===== src/dcache_cfg.svh =====
// all sizes are powers of two; the line holds a whole number of words and the cache whole lines
`ifndef DCACHE_CFG_SVH
`define DCACHE_CFG_SVH

// byte address width seen by the CPU and the memory
`define DCACHE_ADDR_W 16

// CPU word width, accesses are always word aligned
`define DCACHE_WORD_W 32

// bytes per cache line
`define DCACHE_LINE_BYTES 16

// total capacity in bytes, giving 16 lines of 4 words
`define DCACHE_SIZE_BYTES 256

`endif

===== src/dcache_mem_pkg.sv =====
// payload and controller state types; a line is packed with word 0 in the low bits
package dcache_mem_pkg;

    `include "dcache_cfg.svh"

    localparam int WORD_W     = `DCACHE_WORD_W;
    localparam int LINE_WORDS = (`DCACHE_LINE_BYTES * 8) / WORD_W;
    localparam int LINE_W     = LINE_WORDS * WORD_W;

    typedef logic [WORD_W-1:0] word_t;
    typedef logic [LINE_W-1:0] line_t;

    // one request in flight, so the controller walks these states in order
    typedef enum logic [2:0] {
        IDLE,
        LOOKUP,
        WBACK,
        FILL,
        RESP
    } ctrl_state_t;

endpackage


===== src/dcache_addr_pkg.sv =====
// address split for a direct-mapped cache; the byte offset bits of an address are ignored
package dcache_addr_pkg;

    `include "dcache_cfg.svh"

    localparam int ADDR_W     = `DCACHE_ADDR_W;
    localparam int BYTE_OFF_W = $clog2(`DCACHE_WORD_W / 8);
    localparam int WOFF_W     = $clog2(`DCACHE_LINE_BYTES) - BYTE_OFF_W;
    localparam int LINES      = `DCACHE_SIZE_BYTES / `DCACHE_LINE_BYTES;
    localparam int INDEX_W    = $clog2(LINES);
    localparam int TAG_W      = ADDR_W - INDEX_W - WOFF_W - BYTE_OFF_W;

    typedef logic [ADDR_W-1:0]  addr_t;
    typedef logic [TAG_W-1:0]   tag_t;
    typedef logic [INDEX_W-1:0] index_t;
    typedef logic [WOFF_W-1:0]  woff_t;

    function automatic tag_t get_tag(addr_t addr);
        return addr[ADDR_W-1 -: TAG_W];
    endfunction

    function automatic index_t get_index(addr_t addr);
        return addr[BYTE_OFF_W + WOFF_W +: INDEX_W];
    endfunction

    function automatic woff_t get_woff(addr_t addr);
        return addr[BYTE_OFF_W +: WOFF_W];
    endfunction

    // rebuilds the line-aligned byte address of a line
    function automatic addr_t make_line_addr(tag_t tag, index_t index);
        return {tag, index, {(WOFF_W + BYTE_OFF_W){1'b0}}};
    endfunction

endpackage


===== src/dcache_top.sv =====
// direct-mapped write-back cache; memory must answer each strobe with exactly one done pulse
`timescale 1ns/100ps

module dcache_top (
    input  logic                   clk,
    input  logic                   i_rst_n,

    // CPU side
    input  logic                   i_req,
    input  logic                   i_we,
    input  dcache_addr_pkg::addr_t i_addr,
    input  dcache_mem_pkg::word_t  i_wdata,
    output logic                   o_busy,
    output logic                   o_done,
    output dcache_mem_pkg::word_t  o_rdata,

    // memory side
    output logic                   o_mem_rd,
    output logic                   o_mem_wr,
    output dcache_addr_pkg::addr_t o_mem_addr,
    output dcache_mem_pkg::line_t  o_mem_wr_line,
    input  logic                   i_mem_rd_done,
    input  dcache_mem_pkg::line_t  i_mem_rd_line,
    input  logic                   i_mem_wr_done
);

    import dcache_addr_pkg::*;
    import dcache_mem_pkg::*;

    logic   arr_wr_en;
    index_t arr_wr_index;
    logic   arr_wr_valid;
    logic   arr_wr_dirty;
    tag_t   arr_wr_tag;
    line_t  arr_wr_line;
    logic   arr_rd_en;
    index_t arr_rd_index;
    logic   arr_rd_valid;
    logic   arr_rd_dirty;
    tag_t   arr_rd_tag;
    line_t  arr_rd_line;

    dcache_ctrl u_ctrl (
        .clk            (clk),
        .i_rst_n        (i_rst_n),
        .i_req          (i_req),
        .i_we           (i_we),
        .i_addr         (i_addr),
        .i_wdata        (i_wdata),
        .o_busy         (o_busy),
        .o_done         (o_done),
        .o_rdata        (o_rdata),
        .o_mem_rd       (o_mem_rd),
        .o_mem_wr       (o_mem_wr),
        .o_mem_addr     (o_mem_addr),
        .o_mem_wr_line  (o_mem_wr_line),
        .i_mem_rd_done  (i_mem_rd_done),
        .i_mem_rd_line  (i_mem_rd_line),
        .i_mem_wr_done  (i_mem_wr_done),
        .o_arr_wr_en    (arr_wr_en),
        .o_arr_wr_index (arr_wr_index),
        .o_arr_wr_valid (arr_wr_valid),
        .o_arr_wr_dirty (arr_wr_dirty),
        .o_arr_wr_tag   (arr_wr_tag),
        .o_arr_wr_line  (arr_wr_line),
        .o_arr_rd_en    (arr_rd_en),
        .o_arr_rd_index (arr_rd_index),
        .i_arr_rd_valid (arr_rd_valid),
        .i_arr_rd_dirty (arr_rd_dirty),
        .i_arr_rd_tag   (arr_rd_tag),
        .i_arr_rd_line  (arr_rd_line)
    );

    dcache_array u_array (
        .clk        (clk),
        .i_rst_n    (i_rst_n),
        .i_wr_en    (arr_wr_en),
        .i_wr_index (arr_wr_index),
        .i_wr_valid (arr_wr_valid),
        .i_wr_dirty (arr_wr_dirty),
        .i_wr_tag   (arr_wr_tag),
        .i_wr_line  (arr_wr_line),
        .i_rd_en    (arr_rd_en),
        .i_rd_index (arr_rd_index),
        .o_rd_valid (arr_rd_valid),
        .o_rd_dirty (arr_rd_dirty),
        .o_rd_tag   (arr_rd_tag),
        .o_rd_line  (arr_rd_line)
    );

endmodule


===== src/dcache_ctrl.sv =====
// blocking controller, one request at a time; requests while o_busy is high are dropped
`timescale 1ns/100ps

module dcache_ctrl (
    input  logic                    clk,
    input  logic                    i_rst_n,

    // CPU side
    input  logic                    i_req,
    input  logic                    i_we,
    input  dcache_addr_pkg::addr_t  i_addr,
    input  dcache_mem_pkg::word_t   i_wdata,
    output logic                    o_busy,
    output logic                    o_done,
    output dcache_mem_pkg::word_t   o_rdata,

    // memory side
    output logic                    o_mem_rd,
    output logic                    o_mem_wr,
    output dcache_addr_pkg::addr_t  o_mem_addr,
    output dcache_mem_pkg::line_t   o_mem_wr_line,
    input  logic                    i_mem_rd_done,
    input  dcache_mem_pkg::line_t   i_mem_rd_line,
    input  logic                    i_mem_wr_done,

    // array write port
    output logic                    o_arr_wr_en,
    output dcache_addr_pkg::index_t o_arr_wr_index,
    output logic                    o_arr_wr_valid,
    output logic                    o_arr_wr_dirty,
    output dcache_addr_pkg::tag_t   o_arr_wr_tag,
    output dcache_mem_pkg::line_t   o_arr_wr_line,

    // array read port
    output logic                    o_arr_rd_en,
    output dcache_addr_pkg::index_t o_arr_rd_index,
    input  logic                    i_arr_rd_valid,
    input  logic                    i_arr_rd_dirty,
    input  dcache_addr_pkg::tag_t   i_arr_rd_tag,
    input  dcache_mem_pkg::line_t   i_arr_rd_line
);

    import dcache_addr_pkg::*;
    import dcache_mem_pkg::*;

    ctrl_state_t state_q;
    ctrl_state_t state_d;

    logic        accept;
    logic        hit;
    logic        hit_done;
    logic        fill_done;
    logic        mem_rd_q;
    logic        mem_wr_q;

    // latched request
    logic        req_we_q;
    tag_t        req_tag_q;
    index_t      req_index_q;
    woff_t       req_woff_q;
    word_t       req_wdata_q;

    // victim saved on a miss for the write-back
    tag_t        victim_tag_q;
    line_t       victim_line_q;

    line_t       base_line;
    line_t       merged_line;
    word_t       rdata_q;

    assign accept    = i_req && (state_q == IDLE);
    assign hit       = i_arr_rd_valid && (i_arr_rd_tag == req_tag_q);
    assign hit_done  = (state_q == LOOKUP) && hit;
    assign fill_done = (state_q == FILL) && i_mem_rd_done;

    // the array is read in the cycle the request is accepted
    assign o_arr_rd_en    = accept;
    assign o_arr_rd_index = get_index(i_addr);

    always_comb begin
        state_d = state_q;
        case (state_q)
            IDLE: begin
                if (accept) begin
                    state_d = LOOKUP;
                end
            end
            LOOKUP: begin
                if (hit) begin
                    state_d = RESP;
                end else if (i_arr_rd_valid && i_arr_rd_dirty) begin
                    state_d = WBACK;
                end else begin
                    state_d = FILL;
                end
            end
            WBACK: begin
                if (i_mem_wr_done) begin
                    state_d = FILL;
                end
            end
            FILL: begin
                if (i_mem_rd_done) begin
                    state_d = RESP;
                end
            end
            RESP:    state_d = IDLE;
            default: state_d = IDLE;
        endcase
    end

    // each memory strobe pulses once, on entry to its state
    always_ff @(posedge clk or negedge i_rst_n) begin
        if (!i_rst_n) begin
            state_q  <= IDLE;
            mem_rd_q <= 1'b0;
            mem_wr_q <= 1'b0;
        end else begin
            state_q  <= state_d;
            mem_rd_q <= (state_q != FILL) && (state_d == FILL);
            mem_wr_q <= (state_q != WBACK) && (state_d == WBACK);
        end
    end

    // store data goes into the array copy on a hit and into the memory copy on a fill
    assign base_line = (state_q == FILL) ? i_mem_rd_line : i_arr_rd_line;

    always_comb begin
        merged_line = base_line;
        if (req_we_q) begin
            merged_line[req_woff_q*WORD_W +: WORD_W] = req_wdata_q;
        end
    end

    always_ff @(posedge clk) begin
        if (accept) begin
            req_we_q    <= i_we;
            req_tag_q   <= get_tag(i_addr);
            req_index_q <= get_index(i_addr);
            req_woff_q  <= get_woff(i_addr);
            req_wdata_q <= i_wdata;
        end
        if ((state_q == LOOKUP) && !hit) begin
            victim_tag_q  <= i_arr_rd_tag;
            victim_line_q <= i_arr_rd_line;
        end
        // a store returns the word it wrote
        if (hit_done || fill_done) begin
            rdata_q <= merged_line[req_woff_q*WORD_W +: WORD_W];
        end
    end

    // a load hit leaves the array alone, everything else that completes writes the line back
    assign o_arr_wr_en    = (hit_done && req_we_q) || fill_done;
    assign o_arr_wr_index = req_index_q;
    assign o_arr_wr_valid = 1'b1;
    assign o_arr_wr_dirty = req_we_q;
    assign o_arr_wr_tag   = req_tag_q;
    assign o_arr_wr_line  = merged_line;

    assign o_mem_rd      = mem_rd_q;
    assign o_mem_wr      = mem_wr_q;
    assign o_mem_addr    = (state_q == WBACK) ? make_line_addr(victim_tag_q, req_index_q)
                                              : make_line_addr(req_tag_q, req_index_q);
    assign o_mem_wr_line = victim_line_q;

    assign o_busy  = (state_q != IDLE);
    assign o_done  = (state_q == RESP);
    assign o_rdata = rdata_q;

endmodule


===== src/dcache_array.sv =====
// valid and dirty bits are bypassed from a same-cycle write to the read index; line data is not
`timescale 1ns/100ps

module dcache_array (
    input  logic                    clk,
    input  logic                    i_rst_n,

    // write port, takes effect at the clock edge
    input  logic                    i_wr_en,
    input  dcache_addr_pkg::index_t i_wr_index,
    input  logic                    i_wr_valid,
    input  logic                    i_wr_dirty,
    input  dcache_addr_pkg::tag_t   i_wr_tag,
    input  dcache_mem_pkg::line_t   i_wr_line,

    // read port, results appear one cycle after i_rd_en
    input  logic                    i_rd_en,
    input  dcache_addr_pkg::index_t i_rd_index,
    output logic                    o_rd_valid,
    output logic                    o_rd_dirty,
    output dcache_addr_pkg::tag_t   o_rd_tag,
    output dcache_mem_pkg::line_t   o_rd_line
);

    import dcache_addr_pkg::*;
    import dcache_mem_pkg::*;

    logic [LINES-1:0] valid_q;
    logic [LINES-1:0] dirty_q;
    logic             wr_same_index;
    logic             rd_valid_d;
    logic             rd_dirty_d;

    always_ff @(posedge clk or negedge i_rst_n) begin
        if (!i_rst_n) begin
            valid_q <= '0;
            dirty_q <= '0;
        end else if (i_wr_en) begin
            valid_q[i_wr_index] <= i_wr_valid;
            dirty_q[i_wr_index] <= i_wr_dirty;
        end
    end

    // a write landing on the index being read wins over the stored state
    assign wr_same_index = i_wr_en && (i_wr_index == i_rd_index);
    assign rd_valid_d    = wr_same_index ? i_wr_valid : valid_q[i_rd_index];
    assign rd_dirty_d    = wr_same_index ? i_wr_dirty : dirty_q[i_rd_index];

    always_ff @(posedge clk or negedge i_rst_n) begin
        if (!i_rst_n) begin
            o_rd_valid <= 1'b0;
            o_rd_dirty <= 1'b0;
        end else if (i_rd_en) begin
            o_rd_valid <= rd_valid_d;
            o_rd_dirty <= rd_dirty_d;
        end
    end

    dcache_ram_sdp #(
        .T     (tag_t),
        .DEPTH (LINES)
    ) tag_ram (
        .clk       (clk),
        .i_rd_en   (i_rd_en),
        .i_rd_addr (i_rd_index),
        .o_rd_data (o_rd_tag),
        .i_wr_en   (i_wr_en),
        .i_wr_addr (i_wr_index),
        .i_wr_data (i_wr_tag)
    );

    dcache_ram_sdp #(
        .T     (line_t),
        .DEPTH (LINES)
    ) data_ram (
        .clk       (clk),
        .i_rd_en   (i_rd_en),
        .i_rd_addr (i_rd_index),
        .o_rd_data (o_rd_line),
        .i_wr_en   (i_wr_en),
        .i_wr_addr (i_wr_index),
        .i_wr_data (i_wr_line)
    );

endmodule


===== src/dcache_ram_sdp.sv =====
// read-first simple dual-port RAM with one cycle read latency; contents are undefined after reset
`timescale 1ns/100ps

module dcache_ram_sdp #(
    parameter type T      = logic [7:0],
    parameter int  DEPTH  = 16,
    parameter int  ADDR_W = $clog2(DEPTH)
) (
    input  logic              clk,

    input  logic              i_rd_en,
    input  logic [ADDR_W-1:0] i_rd_addr,
    output T                  o_rd_data,

    input  logic              i_wr_en,
    input  logic [ADDR_W-1:0] i_wr_addr,
    input  T                  i_wr_data
);

    T mem [DEPTH];
    T rd_data_q;

    always_ff @(posedge clk) begin
        if (i_wr_en) begin
            mem[i_wr_addr] <= i_wr_data;
        end
    end

    // the output keeps its last value while no read is enabled
    always_ff @(posedge clk) begin
        if (i_rd_en) begin
            rd_data_q <= mem[i_rd_addr];
        end
    end

    assign o_rd_data = rd_data_q;

endmodule


===== config.mk =====
export PLATFORM = sky130hd
export DESIGN_NAME = dcache_top
export DESIGN_NICKNAME = d
export VERILOG_FILES = /design/src/dcache_mem_pkg.sv /design/src/dcache_addr_pkg.sv /design/src/dcache_top.sv /design/src/dcache_ctrl.sv /design/src/dcache_array.sv /design/src/dcache_ram_sdp.sv
export VERILOG_INCLUDE_DIRS = /design/src
export SDC_FILE = /design/constraint.sdc
export NUM_CORES = 2
export LEC_CHECK = 0
export ABC_AREA = 1
export BUFFER_PORTS_ARGS = -buffer_cell sky130_fd_sc_hd__buf_2
export CAP_MARGIN = 20
export CORE_UTILIZATION = 32
export CTS_BUF_LIST = sky130_fd_sc_hd__clkbuf_16
export DETAILED_ROUTE_END_ITERATION = 7
export HOLD_SLACK_MARGIN = 0.12
export SLEW_MARGIN = 30
export SYNTH_ARGS = -nofsm -noshare
export SYNTH_HDL_FRONTEND = slang
export SYNTH_SLANG_ARGS = --single-unit
export TNS_END_PERCENT = 30

===== constraint.sdc =====
create_clock -name clk -period 12.6 [get_ports clk]
set_input_delay 0 -clock clk [delete_from_list [all_inputs] [get_ports clk]]
set_output_delay 0 -clock clk [all_outputs]
set_load 0.01 [all_outputs]

# --- Word-level counts from Yosys, hierarchy flattened ---
# Memory sizes are Yosys's and may differ from the RTL's. A register that Yosys moved wholly into a read port is not among the register bits.
# Index checks and enable logic that the tools add are counted.
word_totals:
  memories: 2
  register_bits: 254
  mem_bits_rw: 2176
  input_bits: 182
memory_table:
  columns: ["memory", "depth", "width", "rd", "rd_clocked_by_memory_dff", "wr", "line", "source"]
  rows:
  - ["u_array.data_ram.mem", 16, 128, 1, 1, 1, "dcache_ram_sdp.sv:20", "T mem [DEPTH];"]
  - ["u_array.tag_ram.mem", 16, 8, 1, 1, 1, "dcache_ram_sdp.sv:20", null]
classes:
  muxes: 21
  shifts: 3
  n_reduce_logical: 16
  addsub: 1
  magnitude_cmp: 3
  eq_ne: 10
  bitwise: 1
ops:
  columns: ["op", "count"]
  rows:
  - ["$mux W128", 2]
  - ["$bwmux W128", 1]
  - ["$shift A32 B34 Y128 const A", 1]
  - ["$shiftx A128 B8 Y32", 1]
  - ["$shiftx A32 B34 Y128", 1]
  - ["$neg A7 Y34", 1]
  - ["$bwmux W16", 1]
  - ["$mux W16", 1]
  - ["$or A16 B16 Y16", 1]
  - ["$eq A3 B2 Y1 const B", 4]
  - ["$mux W3", 4]
  - ["$pmux W3 S4", 1]
  - ["$logic_and A1 B1 Y1", 11]
  - ["$lt A4 B5 Y1 const B", 2]
  - ["$bmux W1 S4", 2]
  - ["$eq A8 B8 Y1", 1]
  - ["$mux W1", 8]
  - ["$ne A3 B2 Y1 const B", 2]
  - ["$demux W1 S4", 1]
  - ["$eq A4 B4 Y1", 1]
  - ["$ge A4 B1 Y1 const B", 1]
  - ["$eq A3 B1 Y1 const B", 1]
  - ["$eq A3 B3 Y1 const B", 1]
  - ["$logic_not A3 Y1", 1]
  - ["other kinds (3)", 4]

# --- Logic depth before layout (Yosys ltp) ---
logic_depth:
  word_depth: 7
  ltp_mapped: 15
  depth_no_buf: 13

# --- Cells and area by module ---
# Synthesis repeated with hierarchy kept, for this count alone.
unflattened:
  cells_unflattened: 9762
  hier_area_um2: 107290.4
by_module_without_submodules:
  columns: ["mod", "seq_area_each_um2", "area_per_inst_um2", "cells_each", "n_inst"]
  rows:
  - ["dcache_ram_sdp (u_array.data_ram)", 65342.7, 88610.0, 7752, 1]
  - ["dcache_ctrl", 6581.3, 11036.8, 1205, 1]
  - ["dcache_ram_sdp (u_array.tag_ram)", 4083.9, 5846.9, 551, 1]
  - ["dcache_array", 850.8, 1796.7, 254, 1]

# --- Least setup slack after synthesis ---
# OpenSTA, ideal clock, no wires.
synth_timing:
  kind: "register to register"
  from: "register u_ctrl.req_tag_q[7], in the netlist u_ctrl.o_arr_wr_tag[7]"
  to: "memory u_array.data_ram.mem[15][0] (netlist name), enable pin"
  period_less_slack_ns: 11.173
  arrival_ns: 10.375
  stages_incl_launch_ff: 9
  slack_ns: 1.427
  setup_ns: 0.798
  cell_sequence: "edfxtp_1 -> inv_1 -> a21oi_1 -> nand3_1 -> nor2_1 -> nand3_1 -> nand2_2 -> nand2_2 -> nor3_1"
synth_between:
  elab_chain_len: 7
synth_lines:
  columns: ["element", "line", "source"]
  rows:
  - ["start, declared", "dcache_ctrl.sv:58", "tag_t req_tag_q;"]
  - ["start signal, assigned", "dcache_ctrl.sv:138", "req_tag_q <= get_tag(i_addr);"]
  - ["$eq A8 B8 Y1", "dcache_ctrl.sv:72", "assign hit = i_arr_rd_valid && (i_arr_rd_tag == req_tag_q);"]
  - ["$logic_and A1 B1 Y1", "dcache_ctrl.sv:72", null]
  - ["$logic_and A1 B1 Y1", "dcache_ctrl.sv:73", "assign hit_done = (state_q == LOOKUP) && hit;"]
  - ["$logic_and A1 B1 Y1", "dcache_ctrl.sv:154", "assign o_arr_wr_en = (hit_done && req_we_q) || fill_done;"]
  - ["$logic_or A1 B1 Y1", "dcache_ctrl.sv:154", null]
  - ["$mux W1", "dcache_ram_sdp.sv:24", "if (i_wr_en) begin"]
  - ["$mux W1 (not written as such)", "dcache_ram_sdp.sv:25", "mem[i_wr_addr] <= i_wr_data;"]
  - ["end, declared", "dcache_ram_sdp.sv:20", null]
# Every way passes these cells.

# --- Worst setup path after layout ---
layout_timing:
  from: "register u_ctrl.state_q[2]"
  to: "memory u_array.data_ram.mem[9][61] (netlist name), enable pin"
layout_between:
  elab_chain_len: 6
  word_cells_on_any_way: 8
  classes_between: "eq/ne: 2; mux: 2; reduce/logical: 4"
layout_lines:
  columns: ["element", "line", "source"]
  rows:
  - ["start, declared", "dcache_ctrl.sv:46", "ctrl_state_t state_q;"]
  - ["start signal, assigned", "dcache_ctrl.sv:119", "state_q <= state_d;"]
  - ["$eq A3 B1 Y1", "dcache_ctrl.sv:73", null]
  - ["$logic_and A1 B1 Y1", "dcache_ctrl.sv:73", null]
  - ["$logic_and A1 B1 Y1", "dcache_ctrl.sv:154", null]
  - ["$logic_or A1 B1 Y1 *", "dcache_ctrl.sv:154", null]
  - ["$mux W1 *", "dcache_ram_sdp.sv:24", null]
  - ["$mux W1 (not written as such) *", "dcache_ram_sdp.sv:25", null]
# Every way passes the cells marked *; elsewhere a longest branch is shown, timed or not.

==> flow_metrics.tcl <==
set metrics [dict create \
    finalSetupViolations 0 \
    cts_tree "yes" \
    synth_seq_area_share 0.7650 \
    max_freq_mhz 176.0 \
    crit_family "buffers and inverters" \
    die_y_um 562.3 \
    fin_crit_ns 5.682 \
    synth_seq_cells 2566 \
    clk_latency_ns 0.91 \
    ys.warnings.count 0 \
    initial_utilization 0.3219 \
    postSynthAreaPerCell_sq_um 13.63 \
    drt_iter0_drc 8934 \
    drc_errors 0 \
    cts_max_level 4 \
    ir_drop_mv 0.1414 \
    slowest_stage "buf_4" \
    maxCapViolations 0 \
    core-area_sq_um 312200 \
    clk_pin_slew_ns 0.06 \
    path_cells "inv_2 > nand3_4 > inv_6 > nand2_1 > nand2_1 > nand2_2 > inv_2 > nand2_1 > inv_8 > buf_4 > buf_4" \
    drt_first_pass_iters 6 \
    finalNetCount 7962 \
    worst_ep_required_time_ns 13.08 \
    grt_pass1_wl_um 474400 \
    critPathArrivalTime_ns 6.16 \
    clockRootBuffer "clkbuf_16" \
    dieArea_sq_um 316200 \
    synth_common_cells "2527 x edfxtp_1, 1364 x nor2_1, 1198 x o21ai_0" \
    vias_per_cell 5.580 \
    async_flop_share 0.01520 \
    gr-total-overflow 0 \
    drive_gt1_frac 0.1231 \
    port-buffer-count 355 \
    slew-limit-headroom 0.2351 \
    worstReg2RegStart "u_ctrl.state_q[2]" \
    crit_buf_inv 6 \
    cts.sinks 2566 \
    hold_viol_final 0 \
    status "finished, final reports clean" \
    vias 67610 \
    endpoint_kind "flip-flop" \
    grt_max_degree 243 \
    yosysMostFrequentCell "edfxtp_1" \
    wl_per_cell_um 28.08 \
    cp-start-kind "flip-flop" \
    min_from "i_mem_rd_line[26]" \
    die-width_um 562.3 \
    yosysTopAreaCell "edfxtp_1" \
    p_total_mw 21.89 \
    worstSetupStartpoint "u_ctrl.state_q[2]" \
    synth_edf_count 2527 \
    final_antenna_net_count 0 \
    placementRows 205 \
    synth_ff_type "edfxtp_1" \
    grt_pass1_vias 64550 \
    numCtsBuffers 243 \
    min_path_type "in -> reg" \
    synth.area.top_cells "edfxtp_1 76%, o21ai_0 6.0%, nor2_1 5.1%" \
    place_congestion 0.9025 \
    power.leakage_nw 37.48 \
    area_growth_pct 15.85 \
    place_hpwl_um 184500 \
    worstSetupPathType "reg -> reg" \
    path_max_fanout 67 \
    tightest_slew_ns 1.143 \
    postCtsResizedCells 0 \
    skew_ns 0.06298 \
    power.density_nw_per_um2 188.1 \
    yosysTopAreaCellShare 0.7553 \
    drv_slew 0 \
    period_share 0.4509 \
    syn-cell-area_sq_um 100500 \
    synthCells 7372 \
    antenna_found_initial 28 \
    rsz0062_at_grt "false" \
    final.setup.tns_ns 0 \
    io_pins 362 \
    wl_um 340200 \
    max-clock-path-buffers 4 \
    max_stage_delay_ns 0.77 \
    netlist-cell-type-count 39 \
    track_usage 0.2077 \
    critPathMostFrequentCell "nand2_1" \
]
## power breakdown
group / internal [mW] / switching [mW] / leakage, nW
sequential: 10.9 / 0.390 / 23.3
combinational: 0.728 / 2.82 / 10.3
clock: 3.90 / 3.15 / 3.84
## stage by stage
step	setup slack, ns	util	instance area, sq um	hold WS, ns	instances
6_report	6.918	0.3729	116400	0.1172	12120
5_1_grt	6.753	0.3728	116400	0.1251	12110
4_1_cts	6.853	0.3715	116000	0.1247	12090
3_5_place_dp	6.908	0.3413	106600	0.1791	11460
3_3_place_gp	6.952	0.3404	106300	0.1802	11460
2_1_floorplan	1.427	-	100500	-0.2956	7375
## layout by cell type (no fill, tap or decap), types with 29 or more instances in the layout
cell	count
clkinv_1	63
edfxtp_1	2527
o211ai_1	119
clkbuf_16	245
inv_1	93
buf_2	352
o21ai_0	1198
o21ai_2	29
dlygate4sd3_1	204
buf_4	123
o21ai_1	215
o22ai_2	59
o221ai_1	264
o22ai_1	322
nor2_1	1363
dfrtp_1	39
nand2_1	375
nand3_1	122
clkinv_2	52
## logic make-up (layout without fill, tap and decap cells)
| group | after synthesis | count (layout) | synth area share |
|---|---|---|---|
| DFF | 2566 | 2566 | 0.7650 |
| other | 1 | 22 | 0.00003732 |
| muxes | 1 | 1 | 0.0001121 |
| buffers and inverters | 633 | 1217 | 0.02848 |
| adders and majority gates | 5 | 5 | 0.0006227 |
| xor gates and xnor gates | 4 | 4 | 0.0003488 |
| AOI/OAI and AO/OA | 2243 | 2243 | 0.1306 |
| and+or+nand+nor | 1919 | 1919 | 0.07485 |
## timing repair
| item | CTS | global route |
|---|---|---|
| hold buffers | 195 | 10 |
| buffers inserted | 0 | 0 |
| endpoints found under the setup margin | 0 | 0 |
| hold endpoints to repair | 1805 | 144 |
## registers in the layout (all words and copies together) (netlist names)
register                    cells
u_ctrl.o_mem_rd                 1
u_ctrl.o_rdata                 32
u_ctrl.o_arr_wr_dirty           1
u_ctrl.victim_tag_q             8
u_array.data_ram.mem         2048
u_array.data_ram.o_rd_data    128
u_ctrl.o_arr_wr_tag             8
u_array.o_rd_dirty              1
u_ctrl.o_mem_wr_line          128
u_ctrl.o_mem_wr                 1
u_array.o_rd_valid              1
u_array.dirty_q                16
u_ctrl.state_q                  3
u_array.valid_q                16
u_ctrl.req_wdata_q             32
u_array.tag_ram.o_rd_data       8
u_array.tag_ram.mem           128
u_ctrl.o_arr_wr_index           4
u_ctrl.req_woff_q               2
## tightest hold or removal path, cell delays in order
cell and delay, ns:
buf_2 0.07, nor2_1 0.13, o22ai_2 0.55
## layout make-up
cell class / instances / area [sq um]
Inverter: 82 / 476.7
Sequential cell: 2566 / 76860
Timing Repair Buffer: 706 / 5156
Clock buffer: 245 / 6131
Fill cell: 29050 / 195800
Antenna cell: 18 / 45.04
Clock inverter: 184 / 1331
Multi-Input combinational cell: 4176 / 21220
Tap cell: 4140 / 5180
## metal layers
metal | up-vias | part of all wire | global-route usage
li1 | 28680 | - | -
met1 | 34200 | 0.37 | 0.2536
met2 | 3887 | 0.47 | 0.3351
met3 | 845 | 0.084 | 0.03221
met4 | 8 | 0.083 | 0.1529
met5 | - | 0.00016 | 0
## path summary, 6_finish.rpt
kind	end	slack (ns)	depth (start not counted)
max in group asynchronous	u_array.valid_q[1]	12.16	4
worst min register to register	u_ctrl.o_mem_wr_line[105]	0.45	0
worst max-delay path	u_array.data_ram.mem[9][61]	6.92	11
min in group asynchronous	u_ctrl.state_q[0]	0.21	4
worst max register to register	u_array.data_ram.mem[9][61]	6.92	11
worst min-delay path	u_array.data_ram.mem[6][26]	0.12	3
Note: power is estimated with default switching activity, not from simulation.
